### src/include/decode_params.svh
`ifndef DECODE_PARAMS_SVH
`define DECODE_PARAMS_SVH

// Word width of data, addresses and instructions
`define XLEN 32

// Register file address width
`define REG_AW 5

// addi x0,x0,0 fills the instr field of a bubble
`define NOP_INSTR 32'h0000_0013

// Encoded widths of the ALU operation and exception cause
`define ALU_OP_W 4
`define CAUSE_W 4

`endif

### src/source/decode_pkg.sv
`default_nettype none
`include "decode_params.svh"

package decode_pkg;

  // RV32I major opcodes
  typedef enum logic [6:0] {
    OPC_LOAD     = 7'b0000011,
    OPC_MISC_MEM = 7'b0001111,
    OPC_OP_IMM   = 7'b0010011,
    OPC_AUIPC    = 7'b0010111,
    OPC_STORE    = 7'b0100011,
    OPC_OP       = 7'b0110011,
    OPC_LUI      = 7'b0110111,
    OPC_BRANCH   = 7'b1100011,
    OPC_JALR     = 7'b1100111,
    OPC_JAL      = 7'b1101111,
    OPC_SYSTEM   = 7'b1110011
  } opcode_t;

  typedef enum logic [`ALU_OP_W-1:0] {
    ALU_ADD,
    ALU_SUB,
    ALU_SLL,
    ALU_SLT,
    ALU_SLTU,
    ALU_XOR,
    ALU_SRL,
    ALU_SRA,
    ALU_OR,
    ALU_AND,
    ALU_PASS_B // Forwards the immediate for lui
  } alu_op_t;

  // Values follow the machine mcause encoding
  typedef enum logic [`CAUSE_W-1:0] {
    EXC_NONE       = 4'd0,
    EXC_ILLEGAL    = 4'd2,
    EXC_BREAKPOINT = 4'd3,
    EXC_ECALL_M    = 4'd11
  } exc_cause_t;

  typedef struct packed {
    logic valid;
    logic wren;
    logic rden1;
    logic rden2;
    logic load;
    logic store;
    logic branch;
    logic jal;
    logic jalr;
    logic lui;
    logic auipc;
    logic ecall;
    logic ebreak;
    logic fence;
    logic exception;
  } op_flags_t;

  // One slot as handed to execute
  typedef struct packed {
    logic [`XLEN-1:0]   pc;
    logic [`XLEN-1:0]   instr;
    logic [`REG_AW-1:0] waddr;
    logic [`REG_AW-1:0] raddr1;
    logic [`REG_AW-1:0] raddr2;
    logic [`XLEN-1:0]   imm;
    op_flags_t          op;
    alu_op_t            alu_op;
    exc_cause_t         ecause;
  } decoded_t;

endpackage

`default_nettype wire

### src/source/decoder_if.sv
`timescale 1ns/1ps
`default_nettype none
`include "decode_params.svh"

interface decoder_if import decode_pkg::*; ();

  logic [`XLEN-1:0] instr;
  logic             valid;    // Legal encoding for this decoder's subset
  op_flags_t        flags;
  logic [`XLEN-1:0] imm;
  alu_op_t          alu_op;
  logic             basic_ok; // OP, OP-IMM, LUI or AUIPC

  modport stage_mp (
    output instr,
    input  valid,
    input  flags,
    input  imm,
    input  alu_op,
    input  basic_ok
  );

  modport decoder_mp (
    input  instr,
    output valid,
    output flags,
    output imm,
    output alu_op,
    output basic_ok
  );

endinterface

`default_nettype wire

### src/source/int_decoder.sv
`timescale 1ns/1ps
`default_nettype none
`include "decode_params.svh"

module int_decoder import decode_pkg::*; #(
  parameter bit full = 1'b1 // Cleared for a slot that only takes the basic ALU classes
) (
  decoder_if.decoder_mp bus
);

  logic [`XLEN-1:0] instr;
  logic [6:0]       opcode;
  logic [2:0]       funct3;
  logic [6:0]       funct7;
  logic [`XLEN-1:0] imm_i;
  logic [`XLEN-1:0] imm_s;
  logic [`XLEN-1:0] imm_b;
  logic [`XLEN-1:0] imm_u;
  logic [`XLEN-1:0] imm_j;
  logic [`XLEN-1:0] imm;
  op_flags_t        flags;
  alu_op_t          alu_op;
  logic             legal;
  logic             basic;
  logic             valid_out;

  // funct3 mapping shared by OP and OP-IMM, alt is instr[30]
  function automatic alu_op_t funct_to_alu(input logic [2:0] f3, input logic alt);
    alu_op_t op;
    case (f3)
      3'b000:  op = alt ? ALU_SUB : ALU_ADD;
      3'b001:  op = ALU_SLL;
      3'b010:  op = ALU_SLT;
      3'b011:  op = ALU_SLTU;
      3'b100:  op = ALU_XOR;
      3'b101:  op = alt ? ALU_SRA : ALU_SRL;
      3'b110:  op = ALU_OR;
      default: op = ALU_AND;
    endcase
    return op;
  endfunction

  assign instr  = bus.instr;
  assign opcode = instr[6:0];
  assign funct3 = instr[14:12];
  assign funct7 = instr[31:25];

  assign imm_i = {{(`XLEN-12){instr[31]}}, instr[31:20]};
  assign imm_s = {{(`XLEN-12){instr[31]}}, instr[31:25], instr[11:7]};
  assign imm_b = {{(`XLEN-12){instr[31]}}, instr[7], instr[30:25], instr[11:8], 1'b0};
  assign imm_u = {instr[31:12], 12'b0};
  assign imm_j = {{(`XLEN-20){instr[31]}}, instr[19:12], instr[20], instr[30:21], 1'b0};

  always_comb begin
    flags  = '0;
    legal  = 1'b0;
    basic  = 1'b0;
    imm    = '0;
    alu_op = ALU_ADD;
    case (opcode)
      OPC_LUI: begin
        {legal, basic, flags.wren, flags.lui} = 4'b1111;
        imm    = imm_u;
        alu_op = ALU_PASS_B;
      end
      OPC_AUIPC: begin
        {legal, basic, flags.wren, flags.auipc} = 4'b1111;
        imm = imm_u;
      end
      OPC_JAL: begin
        {legal, flags.wren, flags.jal} = 3'b111;
        imm = imm_j;
      end
      OPC_JALR: begin
        legal = (funct3 == 3'b000);
        {flags.wren, flags.rden1, flags.jalr} = 3'b111;
        imm = imm_i;
      end
      OPC_BRANCH: begin
        legal = (funct3[2:1] != 2'b01);
        {flags.rden1, flags.rden2, flags.branch} = 3'b111;
        imm = imm_b;
        alu_op = (funct3[2:1] == 2'b00) ? ALU_SUB : (funct3[1] ? ALU_SLTU : ALU_SLT);
      end
      OPC_LOAD: begin
        legal = (funct3 != 3'b011) && (funct3[2:1] != 2'b11);
        {flags.wren, flags.rden1, flags.load} = 3'b111;
        imm = imm_i;
      end
      OPC_STORE: begin
        legal = (funct3[2] == 1'b0) && (funct3 != 3'b011);
        {flags.rden1, flags.rden2, flags.store} = 3'b111;
        imm = imm_s;
      end
      OPC_OP_IMM: begin
        if (funct3 == 3'b001) begin
          legal = (funct7 == 7'b0000000);
        end else if (funct3 == 3'b101) begin
          legal = (funct7 == 7'b0000000) || (funct7 == 7'b0100000);
        end else begin
          legal = 1'b1;
        end
        {basic, flags.wren, flags.rden1} = 3'b111;
        imm    = imm_i;
        alu_op = funct_to_alu(funct3, (funct3 == 3'b101) && funct7[5]);
      end
      OPC_OP: begin
        legal = (funct7 == 7'b0000000) ||
                ((funct7 == 7'b0100000) && (funct3 == 3'b000 || funct3 == 3'b101));
        {basic, flags.wren, flags.rden1, flags.rden2} = 4'b1111;
        alu_op = funct_to_alu(funct3, funct7[5]);
      end
      OPC_MISC_MEM: begin
        legal       = (funct3 == 3'b000);
        flags.fence = 1'b1;
      end
      OPC_SYSTEM: begin
        if (funct3 == 3'b000 && instr[19:7] == '0) begin
          flags.ecall  = (instr[31:20] == 12'h000);
          flags.ebreak = (instr[31:20] == 12'h001);
          legal        = flags.ecall || flags.ebreak;
        end
      end
      default: legal = 1'b0;
    endcase
  end

  assign valid_out    = legal && (full || basic);
  assign bus.valid    = valid_out;
  assign bus.basic_ok = legal && basic;
  assign bus.imm      = imm;
  assign bus.alu_op   = alu_op;

  always_comb begin
    bus.flags = '0; // Nothing leaks out of an encoding this slot cannot take
    if (valid_out) begin
      bus.flags       = flags;
      bus.flags.valid = 1'b1;
    end
  end

endmodule

`default_nettype wire

### src/source/hazard_unit.sv
`timescale 1ns/1ps
`default_nettype none
`include "decode_params.svh"

module hazard_unit (
  input  logic              rden0_1,
  input  logic              rden0_2,
  input  logic [`REG_AW-1:0] raddr0_1,
  input  logic [`REG_AW-1:0] raddr0_2,
  input  logic              rden1_1,
  input  logic              rden1_2,
  input  logic [`REG_AW-1:0] raddr1_1,
  input  logic [`REG_AW-1:0] raddr1_2,
  input  logic              wren0,
  input  logic [`REG_AW-1:0] waddr0,
  input  logic              basic1,
  input  logic              ex_load,
  input  logic [`REG_AW-1:0] ex_waddr,
  input  logic              ex_stall,
  input  logic              flush,
  output logic              stall,
  output logic              split
);

  logic load_use0;
  logic load_use1;
  logic pair_raw;

  // x0 never carries a dependency
  function automatic logic reads_reg(
    input logic              en1,
    input logic [`REG_AW-1:0] a1,
    input logic              en2,
    input logic [`REG_AW-1:0] a2,
    input logic [`REG_AW-1:0] target
  );
    return (target != '0) && ((en1 && a1 == target) || (en2 && a2 == target));
  endfunction

  assign load_use0 = ex_load && reads_reg(rden0_1, raddr0_1, rden0_2, raddr0_2, ex_waddr);
  assign load_use1 = ex_load && reads_reg(rden1_1, raddr1_1, rden1_2, raddr1_2, ex_waddr);

  // Slot 1 would read a result that slot 0 produces in the same cycle
  assign pair_raw = wren0 && reads_reg(rden1_1, raddr1_1, rden1_2, raddr1_2, waddr0);

  assign stall = !flush && (load_use0 || load_use1 || ex_stall);

  // Fetch holds the whole pair on a stall, so a replay request would be ambiguous
  assign split = !flush && !stall && (!basic1 || pair_raw);

endmodule

`default_nettype wire

### src/source/decode_stage.sv
`timescale 1ns/1ps
`default_nettype none
`include "decode_params.svh"

module decode_stage import decode_pkg::*; (
  input  logic               clock,
  input  logic               reset,
  input  logic [`XLEN-1:0]   pc0,
  input  logic [`XLEN-1:0]   instr0,
  input  logic [`XLEN-1:0]   pc1,
  input  logic [`XLEN-1:0]   instr1,
  input  logic               pair_valid,
  input  logic               ex_load,
  input  logic [`REG_AW-1:0] ex_waddr,
  input  logic               ex_stall,
  input  logic               flush,
  decoder_if.stage_mp        dec0_bus,
  decoder_if.stage_mp        dec1_bus,
  output decoded_t           slot0,
  output decoded_t           slot1,
  output logic               stall,
  output logic               split
);

  decoded_t s0;
  decoded_t s1;
  logic     hz_split;

  function automatic decoded_t assemble(
    input logic [`XLEN-1:0] pc,
    input logic [`XLEN-1:0] instr,
    input op_flags_t        flags,
    input logic [`XLEN-1:0] imm,
    input alu_op_t          alu_op
  );
    decoded_t d;
    d        = '0;
    d.pc     = pc;
    d.instr  = instr;
    d.waddr  = instr[11:7];
    d.raddr1 = instr[19:15];
    d.raddr2 = instr[24:20];
    d.imm    = imm;
    d.op     = flags;
    d.alu_op = alu_op;
    d.ecause = EXC_NONE;
    return d;
  endfunction

  function automatic decoded_t bubble(input logic [`XLEN-1:0] pc);
    decoded_t d;
    d        = '0;
    d.pc     = pc;
    d.instr  = `NOP_INSTR;
    d.alu_op = ALU_ADD;
    d.ecause = EXC_NONE;
    return d;
  endfunction

  assign dec0_bus.instr = instr0;
  assign dec1_bus.instr = instr1;

  hazard_unit u_hazard (
    .rden0_1  (dec0_bus.flags.rden1 && pair_valid),
    .rden0_2  (dec0_bus.flags.rden2 && pair_valid),
    .raddr0_1 (instr0[19:15]),
    .raddr0_2 (instr0[24:20]),
    .rden1_1  (dec1_bus.flags.rden1 && pair_valid),
    .rden1_2  (dec1_bus.flags.rden2 && pair_valid),
    .raddr1_1 (instr1[19:15]),
    .raddr1_2 (instr1[24:20]),
    .wren0    (dec0_bus.flags.wren),
    .waddr0   (instr0[11:7]),
    .basic1   (dec1_bus.basic_ok),
    .ex_load  (ex_load),
    .ex_waddr (ex_waddr),
    .ex_stall (ex_stall),
    .flush    (flush),
    .stall    (stall),
    .split    (hz_split)
  );

  assign split = hz_split && pair_valid; // No replay without a pair on the inputs

  always_comb begin
    s0 = assemble(pc0, instr0, dec0_bus.flags, dec0_bus.imm, dec0_bus.alu_op);
    s1 = assemble(pc1, instr1, dec1_bus.flags, dec1_bus.imm, dec1_bus.alu_op);
    s0.op.valid = 1'b1; // A trapping slot 0 still goes to execute

    // Illegal outranks ebreak, ebreak outranks ecall
    if (!dec0_bus.valid) begin
      s0.op.exception = 1'b1;
      s0.ecause       = EXC_ILLEGAL;
    end else if (s0.op.ebreak) begin
      s0.op.exception = 1'b1;
      s0.ecause       = EXC_BREAKPOINT;
    end else if (s0.op.ecall) begin
      s0.op.exception = 1'b1;
      s0.ecause       = EXC_ECALL_M;
    end

    if (split || !dec1_bus.valid) begin
      s1 = bubble(pc1);
    end

    if (stall || flush || !pair_valid) begin
      s0 = bubble(pc0);
      s1 = bubble(pc1);
    end
  end

  // Execute back-pressure freezes the register, a flush still clears it
  always_ff @(posedge clock) begin
    if (!reset) begin
      slot0.op     <= '0;
      slot0.ecause <= EXC_NONE;
      slot1.op     <= '0;
      slot1.ecause <= EXC_NONE;
    end else if (flush || !ex_stall) begin
      slot0 <= s0;
      slot1 <= s1;
    end
  end

endmodule

`default_nettype wire

### src/source/decode_top.sv
`timescale 1ns/1ps
`default_nettype none
`include "decode_params.svh"

module decode_top import decode_pkg::*; (
  input  logic               clock,
  input  logic               reset,
  input  logic [`XLEN-1:0]   pc0,
  input  logic [`XLEN-1:0]   instr0,
  input  logic [`XLEN-1:0]   pc1,
  input  logic [`XLEN-1:0]   instr1,
  input  logic               pair_valid,
  input  logic               ex_load,
  input  logic [`REG_AW-1:0] ex_waddr,
  input  logic               ex_stall,
  input  logic               flush,
  output logic               stall,
  output logic               split,
  output logic               dec0_valid,
  output logic [`XLEN-1:0]   dec0_pc,
  output logic [`REG_AW-1:0] dec0_waddr,
  output logic [`REG_AW-1:0] dec0_raddr1,
  output logic [`REG_AW-1:0] dec0_raddr2,
  output logic               dec0_wren,
  output logic               dec0_rden1,
  output logic               dec0_rden2,
  output logic [`XLEN-1:0]   dec0_imm,
  output alu_op_t            dec0_alu_op,
  output logic               dec0_load,
  output logic               dec0_store,
  output logic               dec0_branch,
  output logic               dec0_exception,
  output exc_cause_t         dec0_ecause,
  output logic               dec1_valid,
  output logic [`XLEN-1:0]   dec1_pc,
  output logic [`REG_AW-1:0] dec1_waddr,
  output logic [`REG_AW-1:0] dec1_raddr1,
  output logic [`REG_AW-1:0] dec1_raddr2,
  output logic               dec1_wren,
  output logic               dec1_rden1,
  output logic               dec1_rden2,
  output logic [`XLEN-1:0]   dec1_imm,
  output alu_op_t            dec1_alu_op,
  output logic               dec1_load,
  output logic               dec1_store,
  output logic               dec1_branch
);

  decoded_t slot0;
  decoded_t slot1;

  decoder_if dec0_bus ();
  decoder_if dec1_bus ();

  int_decoder #(.full(1'b1)) u_dec0 (.bus(dec0_bus));
  int_decoder #(.full(1'b0)) u_dec1 (.bus(dec1_bus)); // Slot 1 pairs only ALU work

  decode_stage u_stage (
    .clock      (clock),
    .reset      (reset),
    .pc0        (pc0),
    .instr0     (instr0),
    .pc1        (pc1),
    .instr1     (instr1),
    .pair_valid (pair_valid),
    .ex_load    (ex_load),
    .ex_waddr   (ex_waddr),
    .ex_stall   (ex_stall),
    .flush      (flush),
    .dec0_bus   (dec0_bus),
    .dec1_bus   (dec1_bus),
    .slot0      (slot0),
    .slot1      (slot1),
    .stall      (stall),
    .split      (split)
  );

  assign dec0_valid     = slot0.op.valid;
  assign dec0_pc        = slot0.pc;
  assign dec0_waddr     = slot0.waddr;
  assign dec0_raddr1    = slot0.raddr1;
  assign dec0_raddr2    = slot0.raddr2;
  assign dec0_wren      = slot0.op.wren;
  assign dec0_rden1     = slot0.op.rden1;
  assign dec0_rden2     = slot0.op.rden2;
  assign dec0_imm       = slot0.imm;
  assign dec0_alu_op    = slot0.alu_op;
  assign dec0_load      = slot0.op.load;
  assign dec0_store     = slot0.op.store;
  assign dec0_branch    = slot0.op.branch;
  assign dec0_exception = slot0.op.exception;
  assign dec0_ecause    = slot0.ecause;

  assign dec1_valid  = slot1.op.valid;
  assign dec1_pc     = slot1.pc;
  assign dec1_waddr  = slot1.waddr;
  assign dec1_raddr1 = slot1.raddr1;
  assign dec1_raddr2 = slot1.raddr2;
  assign dec1_wren   = slot1.op.wren;
  assign dec1_rden1  = slot1.op.rden1;
  assign dec1_rden2  = slot1.op.rden2;
  assign dec1_imm    = slot1.imm;
  assign dec1_alu_op = slot1.alu_op;
  assign dec1_load   = slot1.op.load;
  assign dec1_store  = slot1.op.store;
  assign dec1_branch = slot1.op.branch;

endmodule

`default_nettype wire

### config.mk
export PLATFORM = sky130hd
export DESIGN_NAME = decode_top
export DESIGN_NICKNAME = d
export VERILOG_FILES = /design/src/source/decode_pkg.sv /design/src/source/decoder_if.sv /design/src/source/int_decoder.sv /design/src/source/hazard_unit.sv /design/src/source/decode_stage.sv /design/src/source/decode_top.sv
export VERILOG_INCLUDE_DIRS = /design/src /design/src/include
export SDC_FILE = /design/constraint.sdc
export NUM_CORES = 1
export LEC_CHECK = 0
export ABC_CLOCK_PERIOD_IN_PS = 30300
export BUFFER_PORTS_ARGS = -buffer_cell sky130_fd_sc_hd__buf_4
export CORE_ASPECT_RATIO = 0.7
export CORE_MARGIN = 2
export CORE_UTILIZATION = 45
export CTS_BUF_LIST = sky130_fd_sc_hd__clkbuf_16
export DETAILED_ROUTE_END_ITERATION = 6
export PLACE_DENSITY_LB_ADDON = 0.1
export RECOVER_POWER = 50
export SETUP_SLACK_MARGIN = 0.4
export SLEW_MARGIN = 25
export SYNTH_ARGS = -nofsm -noshare
export SYNTH_HDL_FRONTEND = slang
export SYNTH_HIERARCHICAL = 1
export SYNTH_SLANG_ARGS = --single-unit
export TNS_END_PERCENT = 30
### constraint.sdc
create_clock -name clock -period 30.3 [get_ports clock]
set_input_delay 6.06 -clock clock [delete_from_list [all_inputs] [get_ports clock]]
set_output_delay 6.06 -clock clock [all_outputs]
set_load 0.05 [all_outputs]
======== Word level (Yosys, flattened, before mapping) ========
Cells that the tools add are included.
Widths: inputs -> output; s select.
word-level totals
  register bits ........................... 185
  bits in latches ......................... 0
  RAM bits ................................ 0
  memory bits (read-only) ................. 0
  input bits .............................. 139
  output and inout bits ................... 187
  word-level logic and storage cells ...... 229
  memories kept ........................... 0
operators by class
  $add $sub $neg .......................... 0
  $mul .................................... 0
  div/mod/pow operators ................... 0
  $lt $le $gt $ge ......................... 0
  equality and inequality tests ........... 50
  shift operators ......................... 0
  muxes and demuxes ....................... 66
  bitwise logic cells ..................... 2
  reduce and logical (&&, ||, !) cells .... 83
operators by type and width
  operator             count
  $pmux 32 s5          2
  $pmux 4 s7           4
  $mux 23              3
  $eq 7x6->1 const B   8
  $eq 7x7->1 const B   8
  $mux 1               40
  $pmux 4 s4           2
  $logic_and 1x1->1    31
  $eq 5x5->1           6
  $eq 7x5->1 const B   4
  $logic_not 13->1     2
  $eq 12x1->1 const B  2
  $logic_not 12->1     2
  $mux 4               5
  $eq 3x3->1 const B   6
  $logic_or 1x1->1     18
  $reduce_or 3->1      6
  $pmux 1 s8           2
  $mux 15              1
  $eq 7x2->1 const B   2
  $eq 7x4->1 const B   2
  $logic_not 7->1      2
  $mux 14              1
  $reduce_or 7->1      2
  16 further kinds     40

======== Depth between registers and ports, before layout ========
  depth in word-level cells ............... 22
  mapped depth ............................ 17
  mapped depth without buffers ............ 13

======== Hierarchy ========
The synthesis kept the hierarchy.
by module, submodules not included
  module                instances  cells each  area an instance (um2)  seq. area each (um2)
  decode_stage          1          585         8,949.8                 6,666.4
  int_decoder (u_dec0)  1          147         1,039.7                 0.0
  int_decoder (u_dec1)  1          139         932.1                   0.0
  hazard_unit           1          57          440.4                   0.0

======== Worst setup path after synthesis ========
OpenSTA, ideal clock, no wires.
  path kind ............................... input to register
  start point ............................. input ex_stall
  end point ............................... register u_stage/slot0[100] (netlist name)
  setup time .............................. 0.764 ns
  arrival time ............................ 14.812 ns
  required time ........................... 29.536 ns
  path slack .............................. 14.724 ns
  cell stages on the path ................. 4
  buffers on the path ..................... 2
  cells stage by stage .................... nor2b_1 -> buf_2 -> clkbuf_1 -> nor2_1
RTL lines
  item         RTL line          source
  from (decl)  decode_top.sv:15  input logic ex_stall,

==> impl_metrics.json <==
{
  "outcome": "complete, but fails checks",
  "violations": "capacitance limit, slew limit",
  "final_min_period_over_clock_period_pct": 48.9,
  "area_delta_synth_final_pct": 20.1,
  "grt_overall_usage_pct": 23.5,
  "antenna_violations_before_repair": 0,
  "die_h_um": 124,
  "post_cts_resize_count": 0,
  "clkSinkCount": 184,
  "mapped_avg_cell_area_sq_um": 12.1,
  "diodes": 0,
  "final_antenna_net_count": 0,
  "finalInstanceArea_sq_um": 11200,
  "post-cts-setup-buffers": 0,
  "port_buffers": 324,
  "cp_top_family": "compound AO/OA/AOI/OAI gates",
  "grt_max_degree": 86,
  "start_util_pct": 46.4,
  "path_class": "in2out",
  "power_density_nw_per_um2": 57.9,
  "clock_insertion_delay_worst_skew_ps": 420,
  "hold_viol_final": 0,
  "gp_congestion": 0.860,
  "rsz0062_at_grt": "no",
  "worst_setup_hold_path_clk_slew_ps": 70,
  "tns_ps": 0,
  "pin_count": 326,
  "route.detailed.drc": 0,
  "drv_slew": 25,
  "cts_buffers": 17,
  "cap_violations": 1,
  "die_width_um": 176,
  "report.final.setup_viol": 0,
  "ys_warn_count": 6,
  "initialDrtViolationCount": 604,
  "vias": 6609,
  "cts-root-to-sink-buffers": 2,
  "clock.fmax_mhz": 67.5,
  "first_pass_iters": 5,
  "wl_per_cell_um": 20.8,
  "crit_path_top_delay_cell": "sky130_fd_sc_hd__a2111oi_4",
  "layout.nets": 1129,
  "worst_setup_path_start_kind": "input pin",
  "timing.critical_path.to_type": "output pin",
  "die_area_sq_um": 21800,
  "drt-vias-per-instance": 5.19,
  "critPathArrivalTime_ps": 8760,
  "static_leak_uw": 0.00442,
  "synth_cells": 765,
  "min-delay-path-class": "reg2reg",
  "core_rows": 43,
  "critPathBufInv": 2,
  "max-vdd-ir-drop_mv": 0.0332,
  "post_synth_instance_area_sq_um": 9290,
  "timing.critical_path.fanout_max": 14,
  "total_routed_length_um": 26500,
  "tritoncts": "done",
  "grt_pass1_wl_um": 37800,
  "fin_skew_ps": 0,
  "worst_path_largest_cell_delay_ps": 450,
  "tightest_slew_ps": 1500,
  "power_uw": 646,
  "crit_required_ps": 24240,
  "timing.critical_path.cells": "buf_4 > nand2b_1 > a32oi_1 > nor3_1 > a2111oi_4 > a21oi_1 > and2_1 > nand3_1 > nand4_1 > a31o_1 > a211oi_1 > and2_1 > buf_4",
  "grt_pass1_vias": 6073,
  "cts_hold_repair.buffers": 0,
  "final_layout_size_suffix_gt1_share_pct": 20.3,
  "relSlewSlack_pct": -0.244,
  "dpl_cell_area_sq_um": 11200,
  "postLayoutCoreUtil_pct": 55.7,
  "dp.final_hpwl_um": 19300,
  "h-tree-depth": 4,
  "clock-root-buffer": "sky130_fd_sc_hd__clkbuf_16",
  "final_period_minus_worst_setup_slack_ps": 14820,
  "core_area_sq_um": 20000,
  "grt-ovfl-total": 0
}
worst paths after layout:
path	endpoint	slack, ps	start	cells past startpoint
max	split	15480	instr0[14]	13
min	u_stage/slot0[8]$_SDFFE_PN0P_	470	u_stage/slot0[8]$_SDFFE_PN0P_	2
min reg2reg	u_stage/slot0[8]$_SDFFE_PN0P_	470	u_stage/slot0[8]$_SDFFE_PN0P_	2
max reg2reg	u_stage/slot0[19]$_SDFFE_PN0P_	29630	u_stage/slot0[19]$_SDFFE_PN0P_	2
cell type report:
type                    count  area (sq um)
multi-input cells         449          3040
flip-flops and latches    184          5350
clock inverters            15           176
clock buffers              17           425
well taps                 270           338
repair buffers            331          1800
fillers                  1866          8860
inverters                   7          26.3
state kept, by name, summed over array words and instances (netlist names):
name           flops
u_stage/slot1     90
u_stage/slot0     94
cells in the final DEF (no fill, tap or decap), drive strengths merged, types with 2 or more instances in the layout:
master / count
a2111oi: 2
a211oi: 4
a21boi: 2
a21o: 42
a21oi: 21
a221oi: 2
a22o: 11
a22oi: 8
a32oi: 8
and2: 57
and3: 55
and3b: 4
buf: 79
clkbuf: 269
clkinv: 8
conb: 5
dfxtp: 18
edfxtp: 166
inv: 14
nand2: 24
nand2b: 6
nand3: 15
nand3b: 4
nand4: 6
nand4bb: 2
nor2: 41
nor2b: 17
nor3: 14
nor3b: 3
nor4: 17
nor4b: 4
o211ai: 2
o21ai: 19
o31a: 4
o31ai: 2
or4: 2
xnor2: 7
xor2: 25
layer usage:
metal	vias to the layer above	GRT usage, %	wire (um)
met5	-	0	0
met4	0	4.86	166
met3	11	6.96	2280
met2	295	35.2	11800
met1	3142	34.0	12300
li1	3161	-	-
per-stage QoR:
step | setup WS (ps) | instances | hold WS [ps]
after CTS | 15530 | 1271 | 474
after detailed placement | 15580 | 1239 | 460
after global placement | 15690 | 1239 | 451
after floorplan | 15890 | 767 | 669
final | 15480 | 1273 | 471
after global routing | 15290 | 1273 | 505
tightest hold or removal path: stages, from the launching register on:
cell and delay (ps):
sky130_fd_sc_hd__dfxtp_1 320, sky130_fd_sc_hd__nand2_1 60, sky130_fd_sc_hd__a21oi_1 50
where the power goes:
group | internal, uW | switching [uW] | leakage, uW
clock network | 112 | 113 | 0.000293
registers | 294 | 4.42 | 0.00166
logic | 25.5 | 96.5 | 0.00246
total | 432 | 214 | 0.00442
No activity file was read; power rests on OpenSTA's default activity.
